### config.mk
export PLATFORM = sky130hd
export DESIGN_NAME = csr_index_generator
export DESIGN_NICKNAME = d
export VERILOG_FILES = /design/src/verilog/csr_config_pkg.sv /design/src/verilog/mem_packet_pkg.sv /design/src/verilog/request_fifo_if.sv /design/src/verilog/csr_index_generator.sv /design/src/verilog/request_fifo.sv /design/src/verilog/request_formatter.sv /design/src/verilog/index_sequencer.sv
export VERILOG_INCLUDE_DIRS = /design/src /design/src/verilog
export SDC_FILE = /design/constraint.sdc
export NUM_CORES = 1
export LEC_CHECK = 0
export BUFFER_PORTS_ARGS = -buffer_cell sky130_fd_sc_hd__buf_2
export CAP_MARGIN = 40
export CORE_MARGIN = 8
export CORE_UTILIZATION = 62
export DETAILED_ROUTE_END_ITERATION = 12
export HOLD_SLACK_MARGIN = 0.03
export PLACE_DENSITY = 0.8
export SLEW_MARGIN = 40
export SYNTH_ARGS = -nofsm -noshare
export SYNTH_HDL_FRONTEND = slang
export SYNTH_SLANG_ARGS = --single-unit
### constraint.sdc
create_clock -name ap_clk -period 6.1 [get_ports ap_clk]
set_input_delay 0.61 -clock ap_clk [delete_from_list [all_inputs] [get_ports ap_clk]]
set_output_delay 0.61 -clock ap_clk [all_outputs]
set_load 0.005 [all_outputs]
### src/verilog/csr_index_cfg.svh
// Build-time sizes for the CSR edge-index generator.
// Included by the packages and by modules that size storage or thresholds.

`ifndef CSR_INDEX_CFG_SVH
`define CSR_INDEX_CFG_SVH

// --------------------
// Datapath widths
// --------------------
// Vertex or edge index
`define CSR_INDEX_W 16

// Byte address into the graph arrays
`define CSR_ADDR_W 32

// Index-to-offset shift amount
`define CSR_SHIFT_W 3

// --------------------
// Request FIFO
// --------------------
`define CSR_FIFO_DEPTH 16

// Fill level that raises prog_full and pauses the sequencer
`define CSR_PROG_THRESH 8

`endif
### src/verilog/csr_config_pkg.sv
// Types describing a generator run: the index range, stride and shift,
// plus the state encoding of the index sequencer.
// Referenced with scoped names by the sequencer, formatter and top level.

`include "csr_index_cfg.svh"

package csr_config_pkg;

    // --------------------
    // Configuration fields
    // --------------------
    // Index into the CSR edge array
    typedef logic [`CSR_INDEX_W-1:0] index_t;

    // Counter step, same width as an index
    typedef logic [`CSR_INDEX_W-1:0] stride_t;

    // Left or right shift that turns an index into a byte offset
    typedef logic [`CSR_SHIFT_W-1:0] shift_t;

    // --------------------
    // Sequencer FSM
    // --------------------
    // DRAIN waits for the request pipeline and FIFO to empty
    typedef enum logic [2:0] {
        RESET = 3'd0,
        IDLE  = 3'd1,
        START = 3'd2,
        BUSY  = 3'd3,
        PAUSE = 3'd4,
        DRAIN = 3'd5,
        DONE  = 3'd6
    } gen_state_e;

endpackage

### src/verilog/mem_packet_pkg.sv
// Types of a memory read request as it leaves the generator.
// A request word is what the formatter pushes and the consumer pops.

`include "csr_index_cfg.svh"

package mem_packet_pkg;

    // Byte address of one array element
    typedef logic [`CSR_ADDR_W-1:0] addr_t;

    // Marks the final request of a sequence
    typedef enum logic {
        RUNNING = 1'b0,
        LAST    = 1'b1
    } seq_state_e;

    // --------------------
    // FIFO word
    // --------------------
    // 32-bit address, 16-bit index and one state bit
    typedef struct packed {
        addr_t                 address;
        csr_config_pkg::index_t index;
        seq_state_e            seq_state;
    } request_word_t;

endpackage

### src/verilog/request_fifo_if.sv
// Push side of the request FIFO.
// The formatter writes request words; the FIFO reports its fill status back.

interface request_fifo_if;

    // Push strobe and the word it carries
    logic                          wr_en;
    mem_packet_pkg::request_word_t wr_data;

    // Fill status from the queue
    logic prog_full;
    logic full;

    modport writer (
        output wr_en,
        output wr_data,
        input  prog_full,
        input  full
    );

    modport queue (
        input  wr_en,
        input  wr_data,
        output prog_full,
        output full
    );

endinterface

### src/verilog/csr_index_generator.sv
// Top level of the CSR edge-index generator in direct mode.
// A start strobe with a range, stride and address setup produces a stream of
// read requests; the consumer pops them with req_rd_en.

`include "csr_index_cfg.svh"

module csr_index_generator (
    input  logic                    ap_clk,
    input  logic                    areset_generator,
    input  logic                    start,
    input  logic                    count_down,
    input  logic                    shift_left,
    input  logic                    req_rd_en,
    input  csr_config_pkg::index_t  index_start,
    input  csr_config_pkg::index_t  index_end,
    input  csr_config_pkg::stride_t stride,
    input  mem_packet_pkg::addr_t   array_pointer,
    input  csr_config_pkg::shift_t  shift_amount,
    output logic                    req_valid,
    output logic                    req_last,
    output logic                    done,
    output mem_packet_pkg::addr_t   req_address,
    output csr_config_pkg::index_t  req_index
);

    logic                          idx_valid;
    logic                          idx_last;
    csr_config_pkg::index_t        idx;
    logic                          fifo_empty;
    mem_packet_pkg::request_word_t rd_word;

    request_fifo_if fifo_bus ();

    index_sequencer sequencer0 (
        .ap_clk           (ap_clk),
        .areset_generator (areset_generator),
        .start            (start),
        .count_down       (count_down),
        .prog_full        (fifo_bus.prog_full),
        .fifo_empty       (fifo_empty),
        .index_start      (index_start),
        .index_end        (index_end),
        .stride           (stride),
        .idx_valid        (idx_valid),
        .idx_last         (idx_last),
        .done             (done),
        .idx              (idx)
    );

    request_formatter formatter0 (
        .ap_clk           (ap_clk),
        .areset_generator (areset_generator),
        .start            (start),
        .idx_valid        (idx_valid),
        .idx_last         (idx_last),
        .shift_left       (shift_left),
        .idx              (idx),
        .array_pointer    (array_pointer),
        .shift_amount     (shift_amount),
        .fifo             (fifo_bus.writer)
    );

    request_fifo #(
        .DEPTH (`CSR_FIFO_DEPTH)
    ) fifo0 (
        .ap_clk           (ap_clk),
        .areset_generator (areset_generator),
        .rd_en            (req_rd_en),
        .fifo             (fifo_bus.queue),
        .empty            (fifo_empty),
        .rd_valid         (req_valid),
        .rd_data          (rd_word)
    );

    // Request word onto the output ports
    assign req_address = rd_word.address;
    assign req_index   = rd_word.index;
    assign req_last    = (rd_word.seq_state == mem_packet_pkg::LAST);

endmodule

### src/verilog/request_fifo.sv
// Synchronous circular FIFO holding request words for the consumer.
// prog_full rises at the configured fill level to throttle the sequencer.
// A pop of a non-empty queue presents the word with rd_valid one cycle later.

`include "csr_index_cfg.svh"

module request_fifo #(
    parameter int DEPTH = `CSR_FIFO_DEPTH
) (
    input  logic                          ap_clk,
    input  logic                          areset_generator,
    input  logic                          rd_en,
    request_fifo_if.queue                 fifo,
    output logic                          empty,
    output logic                          rd_valid,
    output mem_packet_pkg::request_word_t rd_data
);

    localparam int PTR_W = $clog2(DEPTH);
    localparam int CNT_W = $clog2(DEPTH + 1);

    mem_packet_pkg::request_word_t mem [DEPTH];

    logic [PTR_W-1:0] wr_ptr;
    logic [PTR_W-1:0] rd_ptr;
    logic [CNT_W-1:0] count;
    logic             push;
    logic             pop;

    // A push into a full queue is dropped
    assign push = fifo.wr_en & ~fifo.full;
    assign pop  = rd_en & ~empty;

    // --------------------
    // Storage
    // --------------------
    always_ff @(posedge ap_clk) begin
        if (push) begin
            mem[wr_ptr] <= fifo.wr_data;
        end
        if (pop) begin
            rd_data <= mem[rd_ptr];
        end
    end

    // --------------------
    // Pointers and fill
    // --------------------
    always_ff @(posedge ap_clk) begin
        if (areset_generator) begin
            wr_ptr   <= '0;
            rd_ptr   <= '0;
            count    <= '0;
            rd_valid <= 1'b0;
        end else begin
            rd_valid <= pop;
            if (push) begin
                wr_ptr <= (wr_ptr == PTR_W'(DEPTH - 1)) ? '0 : wr_ptr + 1'b1;
            end
            if (pop) begin
                rd_ptr <= (rd_ptr == PTR_W'(DEPTH - 1)) ? '0 : rd_ptr + 1'b1;
            end
            case ({push, pop})
                2'b10:   count <= count + 1'b1;
                2'b01:   count <= count - 1'b1;
                default: count <= count;
            endcase
        end
    end

    assign empty          = (count == '0);
    assign fifo.full      = (count == CNT_W'(DEPTH));
    assign fifo.prog_full = (count >= CNT_W'(`CSR_PROG_THRESH));

endmodule

### src/verilog/request_formatter.sv
// Turns each index into a memory read request over three register stages:
// shifted offset, base add, then word packing and the FIFO push.
// Base pointer and shift are captured when a run starts.

module request_formatter (
    input  logic                   ap_clk,
    input  logic                   areset_generator,
    input  logic                   start,
    input  logic                   idx_valid,
    input  logic                   idx_last,
    input  logic                   shift_left,
    input  csr_config_pkg::index_t idx,
    input  mem_packet_pkg::addr_t  array_pointer,
    input  csr_config_pkg::shift_t shift_amount,
    request_fifo_if.writer         fifo
);

    // Run configuration
    mem_packet_pkg::addr_t  base_q;
    csr_config_pkg::shift_t shift_q;
    logic                   shift_left_q;

    // Stage 1
    logic                   s1_valid;
    logic                   s1_last;
    csr_config_pkg::index_t s1_idx;
    mem_packet_pkg::addr_t  s1_offset;

    // Stage 2
    logic                   s2_valid;
    logic                   s2_last;
    csr_config_pkg::index_t s2_idx;
    mem_packet_pkg::addr_t  s2_address;

    always_ff @(posedge ap_clk) begin
        if (start) begin
            base_q       <= array_pointer;
            shift_q      <= shift_amount;
            shift_left_q <= shift_left;
        end
    end

    // --------------------
    // Valid pipeline
    // --------------------
    always_ff @(posedge ap_clk) begin
        if (areset_generator) begin
            s1_valid   <= 1'b0;
            s2_valid   <= 1'b0;
            fifo.wr_en <= 1'b0;
        end else begin
            s1_valid   <= idx_valid;
            s2_valid   <= s1_valid;
            fifo.wr_en <= s2_valid;
        end
    end

    // --------------------
    // Payload pipeline
    // --------------------
    always_ff @(posedge ap_clk) begin
        // Widen first so left shifts keep their upper bits
        if (shift_left_q) begin
            s1_offset <= mem_packet_pkg::addr_t'(idx) << shift_q;
        end else begin
            s1_offset <= mem_packet_pkg::addr_t'(idx) >> shift_q;
        end
        s1_idx  <= idx;
        s1_last <= idx_last;

        s2_address <= base_q + s1_offset;
        s2_idx     <= s1_idx;
        s2_last    <= s1_last;

        fifo.wr_data.address   <= s2_address;
        fifo.wr_data.index     <= s2_idx;
        fifo.wr_data.seq_state <= s2_last ? mem_packet_pkg::LAST : mem_packet_pkg::RUNNING;
    end

endmodule

### src/verilog/index_sequencer.sv
// Walks the index range of one direct-mode run and emits one index per cycle.
// Pauses while the request FIFO is past its threshold, then waits for the
// pipeline and FIFO to empty before raising done.

module index_sequencer (
    input  logic                    ap_clk,
    input  logic                    areset_generator,
    input  logic                    start,
    input  logic                    count_down,
    input  logic                    prog_full,
    input  logic                    fifo_empty,
    input  csr_config_pkg::index_t  index_start,
    input  csr_config_pkg::index_t  index_end,
    input  csr_config_pkg::stride_t stride,
    output logic                    idx_valid,
    output logic                    idx_last,
    output logic                    done,
    output csr_config_pkg::index_t  idx
);

    localparam int IDX_W = $bits(csr_config_pkg::index_t);

    // Formatter depth, cycles from idx_valid to the FIFO push
    localparam logic [1:0] PIPE_FLUSH = 2'd3;

    csr_config_pkg::gen_state_e state;
    csr_config_pkg::gen_state_e next_state;

    // Latched range
    csr_config_pkg::index_t  cur_idx;
    csr_config_pkg::index_t  end_idx;
    csr_config_pkg::stride_t stride_q;
    logic                    down_q;

    logic                   start_accept;
    logic [IDX_W:0]         step_sum;
    csr_config_pkg::index_t next_idx;
    logic                   in_range;
    logic                   next_ended;
    logic [1:0]             drain_cnt;

    // --------------------
    // Stride counter
    // --------------------
    assign start_accept = start & ((state == csr_config_pkg::IDLE) |
                                   (state == csr_config_pkg::DONE));

    // Extra bit catches a carry or borrow out of the index range
    assign step_sum = down_q ? ({1'b0, cur_idx} - {1'b0, stride_q})
                             : ({1'b0, cur_idx} + {1'b0, stride_q});
    assign next_idx = step_sum[IDX_W-1:0];

    assign in_range = down_q ? (cur_idx > end_idx) : (cur_idx < end_idx);

    // Next step wraps or leaves the range, so the current index is the final one
    assign next_ended = step_sum[IDX_W] |
                        (down_q ? (next_idx <= end_idx) : (next_idx >= end_idx));

    always_ff @(posedge ap_clk) begin
        if (start_accept) begin
            cur_idx  <= index_start;
            end_idx  <= index_end;
            stride_q <= stride;
            down_q   <= count_down;
        end else if (idx_valid) begin
            cur_idx <= next_idx;
        end
    end

    // --------------------
    // FSM
    // --------------------
    always_ff @(posedge ap_clk) begin
        if (areset_generator) begin
            state <= csr_config_pkg::RESET;
        end else begin
            state <= next_state;
        end
    end

    always_comb begin
        next_state = state;
        case (state)
            csr_config_pkg::RESET: begin
                next_state = csr_config_pkg::IDLE;
            end
            csr_config_pkg::IDLE, csr_config_pkg::DONE: begin
                if (start_accept) begin
                    next_state = csr_config_pkg::START;
                end
            end
            csr_config_pkg::START: begin
                // Empty range skips straight to the drain
                next_state = in_range ? csr_config_pkg::BUSY : csr_config_pkg::DRAIN;
            end
            csr_config_pkg::BUSY: begin
                if (idx_valid & next_ended) begin
                    next_state = csr_config_pkg::DRAIN;
                end else if (prog_full) begin
                    next_state = csr_config_pkg::PAUSE;
                end
            end
            csr_config_pkg::PAUSE: begin
                if (!prog_full) begin
                    next_state = csr_config_pkg::BUSY;
                end
            end
            csr_config_pkg::DRAIN: begin
                if ((drain_cnt == 2'd0) & fifo_empty) begin
                    next_state = csr_config_pkg::DONE;
                end
            end
            default: begin
                next_state = csr_config_pkg::IDLE;
            end
        endcase
    end

    // Covers the words still in the formatter when DRAIN is entered
    always_ff @(posedge ap_clk) begin
        if (areset_generator) begin
            drain_cnt <= 2'd0;
        end else if ((next_state == csr_config_pkg::DRAIN) &
                     (state != csr_config_pkg::DRAIN)) begin
            drain_cnt <= PIPE_FLUSH;
        end else if (drain_cnt != 2'd0) begin
            drain_cnt <= drain_cnt - 2'd1;
        end
    end

    // --------------------
    // Outputs
    // --------------------
    assign idx_valid = (state == csr_config_pkg::BUSY) & in_range & ~prog_full;
    assign idx_last  = idx_valid & next_ended;
    assign idx       = cur_idx;
    assign done      = (state == csr_config_pkg::DONE);

endmodule

# After elaboration in Yosys (flattened, before gate mapping)
# Memories as Yosys holds them, arrays and structs flattened. A register that Yosys moved wholly into a read port is not among the register bits.
# Index checks and enable logic that the tools add are counted.
# W data, S select, Z words.
[op_classes]
n_lt_le_gt_ge = 5
n_mux = 21
bitwise_logic = 13
reduce_logical = 7
eq_ne = 13
n_shift = 2
add_sub_neg = 8
[op_table]
columns = ["cell", "count"]
rows = [
  ["$add A32 B32 Y32", 1],
  ["$mux W16", 2],
  ["$mux W32", 1],
  ["$shl A16 B3 Y32", 1],
  ["$shr A16 B3 Y32", 1],
  ["$mux W3", 6],
  ["$add A16 B16 Y17", 1],
  ["$mux W17", 1],
  ["$sub A16 B16 Y17", 1],
  ["$ge A16 B16 Y1", 1],
  ["$gt A16 B16 Y1", 1],
  ["$le A16 B16 Y1", 1],
  ["$lt A16 B16 Y1", 1],
  ["$pmux W3 S5", 1],
  ["$eq A3 B3 Y1 const B", 4],
  ["$pmux W5 S2", 1],
  ["$add A4 B1 Y4 const B", 2],
  ["$and A1 B1 Y1", 8],
  ["$eq A4 B4 Y1 const B", 2],
  ["$mux W4", 2],
  ["$reduce_bool A2 Y1", 4],
  ["$eq A3 B2 Y1 const B", 2],
  ["$add A5 B1 Y5 const B", 1],
  ["$eq A5 B5 Y1 const B", 1],
  ["other kinds (14)", 22],
]
[totals]
wordCells = 95
inputBits = 89
out_inout_bits = 51
mem_bits_rw = 784
memories = 1
ff_bits = 254
[memory_table]
columns = ["name", "depth", "word_bits", "rd", "rd_clocked_by_memory_dff", "wr", "line_no", "rtl"]
rows = [
  ["fifo0.mem", 16, 49, 1, 1, 1, "request_fifo.sv:22", "mem_packet_pkg::request_word_t mem [DEPTH];"],
]

# Logic depth before layout (Yosys ltp)
[logic_depth]
word_depth = 11
depth_mapped = 24
depth_no_buf = 24

# Modules after synthesis
# Synthesis repeated with hierarchy kept, for this count alone.
[hier_totals]
hier_cells = 2279
hier_area_um2 = 41992.8
[modules_own_cells]
columns = ["mod", "instances", "seq_area_each_um2", "area_per_inst_um2", "cells_per_inst"]
rows = [
  ["request_fifo", 1, 25294.3, 31579.0, 1353],
  ["request_formatter", 1, 3903.7, 6443.7, 519],
  ["index_sequencer", 1, 1571.5, 3970.1, 407],
]

# Worst setup path before layout
# Ideal clock, no wire load.
[synth_path]
path_kind = "register to register"
from = "register fifo0.count[3]"
to = "memory fifo0.mem[3][0] (netlist bit), enable pin"
arrival_time_ns = 4.408
path_buffers = 1
setup_slack_ns = 1.175
t_required_ns = 5.584
setup_ns = 0.516
path_stages_with_launch = 6
synth_period_minus_slack_ns = 4.925
cell_sequence = "dfxtp_1 or4_1 o21a_1 clkbuf_1 nand2_1 nor3_1"
[synth_via]
elab_chain_len = 5
[synth_lines]
columns = ["item", "line_no", "rtl"]
rows = [
  ["from (decl)", "request_fifo.sv:26", "logic [CNT_W-1:0] count;"],
  ["from (signal assigned)", "request_fifo.sv:64", "2'b10: count <= count + 1'b1;"],
  ["from (signal assigned)", "request_fifo.sv:65", "2'b01: count <= count - 1'b1;"],
  ["from (signal assigned)", "request_fifo.sv:66", "default: count <= count;"],
  ["$eq A5 B5 Y1", "request_fifo.sv:72", "assign fifo.full = (count == CNT_W'(DEPTH));"],
  ["$not A1 Y1", "request_fifo.sv:31", "assign push = fifo.wr_en & ~fifo.full;"],
  ["$and A1 B1 Y1", "request_fifo.sv:31", ""],
  ["$mux W1", "request_fifo.sv:38", "if (push) begin"],
  ["$mux W1 (implied by the code)", "request_fifo.sv:39", "mem[wr_ptr] <= fifo.wr_data;"],
  ["to (decl)", "request_fifo.sv:22", ""],
]
# No other way between the ends.

# Worst setup path in the final report
[layout_path]
from = "register sequencer0.stride_q[0]"
to = "register sequencer0.state[1]"
[layout_via]
elab_chain_len = 8
elab_cells_between_ends = 10
classes_between = "add/sub (2); order compare (2); mux (4); bitwise (2)"
[layout_lines]
columns = ["item", "line_no", "rtl"]
rows = [
  ["from (decl)", "index_sequencer.sv:32", "csr_config_pkg::stride_t stride_q;"],
  ["from (signal assigned)", "index_sequencer.sv:63", "stride_q <= stride;"],
  ["$add A16 B16 Y17 / $sub A16 B16 Y17 (equally long branches)", "index_sequencer.sv:50, index_sequencer.sv:49", ""],
  ["$mux W17 (*)", "index_sequencer.sv:49", "assign step_sum = down_q ? ({1'b0, cur_idx} - {1'b0, stride_q})"],
  ["$ge A16 B16 Y1 / $le A16 B16 Y1 (equally long branches)", "index_sequencer.sv:57", "(down_q ? (next_idx <= end_idx) : (next_idx >= end_idx));"],
  ["$mux W1", "index_sequencer.sv:57", ""],
  ["$or A1 B1 Y1 (*)", "index_sequencer.sv:56", "assign next_ended = step_sum[IDX_W] |"],
  ["$and A1 B1 Y1 (*)", "index_sequencer.sv:97", "if (idx_valid & next_ended) begin"],
  ["$mux W3 (*)", "index_sequencer.sv:97", ""],
  ["$pmux W3 S5 (*)", "index_sequencer.sv:83", "case (state)"],
  ["to (signal assigned)", "index_sequencer.sv:75", "state <= csr_config_pkg::RESET;"],
  ["to (signal assigned)", "index_sequencer.sv:77", "state <= next_state;"],
  ["to (decl)", "index_sequencer.sv:26", "csr_config_pkg::gen_state_e state;"],
]
# Mark *: on every way between the ends. The rest lies on a longest branch, timed or not.
# A chain may end at the register's enable or synchronous reset.

==> qor.csv <==
stage,metric,value,unit
run_status,outcome,"finished, final reports clean",
power_and_ir_drop,clock share of power,37.1,%
layout,Final Net Count,2572,
grt,overall global routing resource usage,27.1,%
setup_path,Setup CP Type,reg -> reg,
sta,Fin. Hold Viols,0,
layout,layout cells sized above 1,24.9,%
detailed_routing,DR DRC count,0,
min_path,hold path start,array_pointer[29],
setup_path,Slowest Stage Delay on Critical Path,530,ps
layout,"Design Area, Final",47400,sq um
cts,CTS root buf,clkbuf_16,
setup_path,worst-path cell chain,inv_1 > ha_1 > mux2_2 > inv_1 > ha_1 > nor2b_1 > o21ai_1 > a21boi_1 > o41ai_1 > o21ai_1 > a311oi_2 > o21ai_0 > xor2_1 > ha_1 > nand4_1 > nor2_1 > and2_1 > a311oi_1 > and3_1 > nor2_1 > or3_1 > a31oi_1,
power_and_ir_drop,switching share of total power,24.6,%
detailed_routing,drt total wl,101000,microns
layout,"leading cell type in the layout, fill and taps excluded",edfxtp_1,
layout,synthesis-to-finish area growth,13.6,%
sta,Worst slew margin,43.8,%
setup_path,"Top cell by count, worst path",ha_1,
die,Core Rows,95,
synth,"Top FF cell, synth",edfxtp_1,
setup_path,RR Endpoint,sequencer0.state[1],
detailed_routing,DR iter-0 viols,2620,
sta,final setup TNS,0,ps
sta,RSZ-0062 raised after global routing,false,
cts,number of hold buffers added after cts,0,
sta,Final Cycle Share,82.3,%
sta,Final Setup Violations,0,
cts,"Clk pin slew, worst setup/hold paths",70,ps
cts,CTS tree,done,
layout,final core utilization,70.8,%
setup_path,"Largest delay share family, worst path",compound AO/OA/AOI/OAI gates,
power_and_ir_drop,VDD IR-drop max,0.000268,V
cts,Post-CTS Setup Bufs,0,
die,IO Pins,140,
grt,grt total ovfl,0,
min_path,WHS Endpoint,formatter0.base_q[29],
placed_design,placed inst area,44000,sq um
die,Starting Density,62.4,%
synth,Synth async-reset ratio,0,%
power_and_ir_drop,leak pwr,15.8,nW
sta,worst slew pin tran,843,ps
min_path,Hold Crit Depth,1,
grt,initial antenna violation count,4,
cts,CTS buffer count,101,
setup_path,Bufs and invs on worst path,2,
setup_path,R2R Setup Slk,1080,ps
synth,Synth Area per Inst,19.0,sq um
die,chip height,275,microns
synth,number of enable flip-flop cells after synthesis,918,
setup_path,worst reg-to-reg path cell count,22,
cts,CTS sink cnt,1078,
sta,fmax,199,MHz
grt,first-pass GRT wire length,150000,microns
layout,"commonest non-fill, non-tap cells in the layout","edfxtp_1, mux4_2, dfxtp_1",
die,die width,275,microns
cts,Worst-Skew Late Latency,680,ps
job,max cap viols,0,
setup_path,CP max FO,5,
grt,vias in the first global route,23000,
placed_design,Post-Place Cells,3168,
synth,sequential area share after synthesis,73.7,%
setup_path,Setup crit end kind,flop,
cts,post-CTS resize count,0,
die,area of the die,75900,sq um
power_and_ir_drop,Comb power frac,8.6,%
placed_design,Final GP Congestion,0.881,
sta,final hold slack,118,ps
cts,clk buf depth,3,
synth,Mapped Cells,2198,
layout,"non-filler cells, final",3359,
placed_design,Port-buffer cells,139,
die,core area,66900,sq um
detailed_routing,Final ANT Viol Nets,0,
detailed_routing,Vias per Instance,6.58,
synth,area of the mapped netlist,41700,sq um
power_and_ir_drop,Power Density,368,nW/um^2
detailed_routing,wire length per cell,30.1,microns
layout,Filler cells,3793,
synth,YS warnings,0,
setup_path,"Req. time, crit path",6680,ps
detailed_routing,DR pass1 iterations,6,
power_and_ir_drop,internal power,0.0131,W
setup_path,CP Data Arrival Time,5600,ps
sta,clock skew,32.6,ps
power_and_ir_drop,Switch Pwr,0.00428,W
synth,post-synth cell types,72,
setup_path,startpoint types,flop,
detailed_routing,via count,22100,
setup_path,slowest CP cell,a311oi_2,
sta,crit path time final,5020,ps
setup_path,reg2reg start,sequencer0.stride_q[0],
sta,final number of max-transition violations,0,
synth,"FF+latch count, synth",1078,
min_path,Hold Path Class,in -> reg,
power_and_ir_drop,Flop pwr share,54.3,%
grt,largest net degree at the start of global routing,133,
cts,H-tree levels,3,
synth,"Net Count, Synth",2372,
placed_design,hpwl dp,54800,microns
-- worst max path at each step --
stage	endpoint	slack, ps	startpoint	cells past startpoint
2_1_floorplan	fifo0.mem[3][0]	1180	fifo0.count[3]	5
6_report	sequencer0.state[1]	1080	sequencer0.stride_q[0]	22
3_5_place_dp	sequencer0.state[1]	1090	sequencer0.stride_q[0]	22
4_1_cts	sequencer0.state[1]	1080	sequencer0.stride_q[0]	22
3_3_place_gp	sequencer0.state[1]	1160	sequencer0.stride_q[0]	22
5_1_grt	sequencer0.drain_cnt[0]	490	sequencer0.stride_q[0]	22
-- per-layer routing --
layer / part of all wire (%) / global-route usage (%) / wire (microns)
met5: 0 / 0 / 0
met4: 3.8 / 10.7 / 3800
met3: 9.2 / 4.58 / 9330
met2: 51 / 46.0 / 51600
met1: 36 / 35.1 / 36300
-- logic make-up after synthesis --
logic type               after synthesis  share of synthesized area, %
AND/OR/NAND/NOR                      332                          3.91
buffers and inverters                144                          1.31
multiplexers                         256                          13.5
AO/OA/AOI/OAI                        240                          3.63
flip-flops                          1078                          73.7
adder cells (fa/ha/maj)               85                          2.60
XOR/XNOR                              63                          1.32
-- cells in the mapped netlist (3+ instances only) --
| cell | n | area (sq um) |
|---|---|---|
| a211oi_1 | 12 | 90.1 |
| a21boi_0 | 5 | 37.5 |
| a21o_1 | 11 | 82.6 |
| a21oi_1 | 80 | 400 |
| a311oi_1 | 7 | 61.3 |
| a31oi_1 | 12 | 75.1 |
| and2_1 | 7 | 43.8 |
| and3_1 | 16 | 100 |
| and4_1 | 5 | 43.8 |
| buf_1 | 31 | 116 |
| clkbuf_1 | 57 | 214 |
| dfxtp_1 | 160 | 3200 |
| edfxtp_1 | 918 | 27600 |
| fa_1 | 3 | 60.1 |
| ha_1 | 82 | 1030 |
| inv_1 | 54 | 203 |
| mux2_2 | 4 | 45.0 |
| mux2i_1 | 7 | 70.1 |
| mux4_2 | 245 | 5520 |
| nand2_1 | 93 | 349 |
| nand2b_1 | 12 | 75.1 |
| nand3_1 | 20 | 100 |
| nand4_1 | 8 | 50.1 |
| nor2_1 | 96 | 360 |
| nor2b_1 | 17 | 106 |
| nor3_1 | 21 | 105 |
| nor3b_1 | 4 | 30.0 |
| nor4_1 | 4 | 25.0 |
| o211a_1 | 3 | 30.0 |
| o211ai_1 | 9 | 67.6 |
| o21a_1 | 9 | 67.6 |
| o21ai_0 | 50 | 250 |
| o21ai_1 | 3 | 15.0 |
| o21bai_1 | 6 | 45.0 |
| o22ai_1 | 3 | 18.8 |
| o31ai_1 | 11 | 82.6 |
| or3_1 | 8 | 50.1 |
| xnor2_1 | 42 | 368 |
| xor2_1 | 21 | 184 |
-- stage by stage --
step	power, W	worst slack, ps
floorplan	0.0104	1180
global placement	0.0109	1160
detailed placement	0.0110	1090
CTS	0.0175	1080
global route	0.0180	489
finish	0.0174	1080
-- area by class of cell --
cell class / count / area, sq um / area share [%]
sequential: 1078 / 30800 / 65.0
multi-input combinational: 976 / 10500 / 22.3
clock buffer: 148 / 2880 / 6.07
timing repair buffer: 187 / 1350 / 2.85
tap: 873 / 1090 / 2.30
clock inverter: 41 / 532 / 1.12
inverter: 54 / 203 / 0.428
antenna: 2 / 5.00 / 0.0106
-- power groups by stage --
stage,Combinational (W),Sequential (W),Clock (W)
after global placement,0.00140,0.00950,0
after CTS,0.00147,0.00945,0.00653
after floorplan,0.00108,0.00928,0
final,0.00149,0.00946,0.00647
after detailed placement,0.00145,0.00958,0
after global routing,0.00167,0.00951,0.00682
-- sequential cells by signal (all words and copies together), names as in the netlist, 4 cells and up --
signal	flops
fifo0.rd_data	49
formatter0.s1_idx	16
sequencer0.end_idx	16
formatter0.s1_offset	23
formatter0.s2_idx	16
sequencer0.idx	16
fifo0.wr_ptr	4
fifo0.rd_ptr	4
sequencer0.stride_q	16
fifo0.count	5
formatter0.s2_address	32
formatter0.base_q	32
fifo0.mem	784
formatter0.fifo.wr_data	49
(Power assumes the default switching activity.)
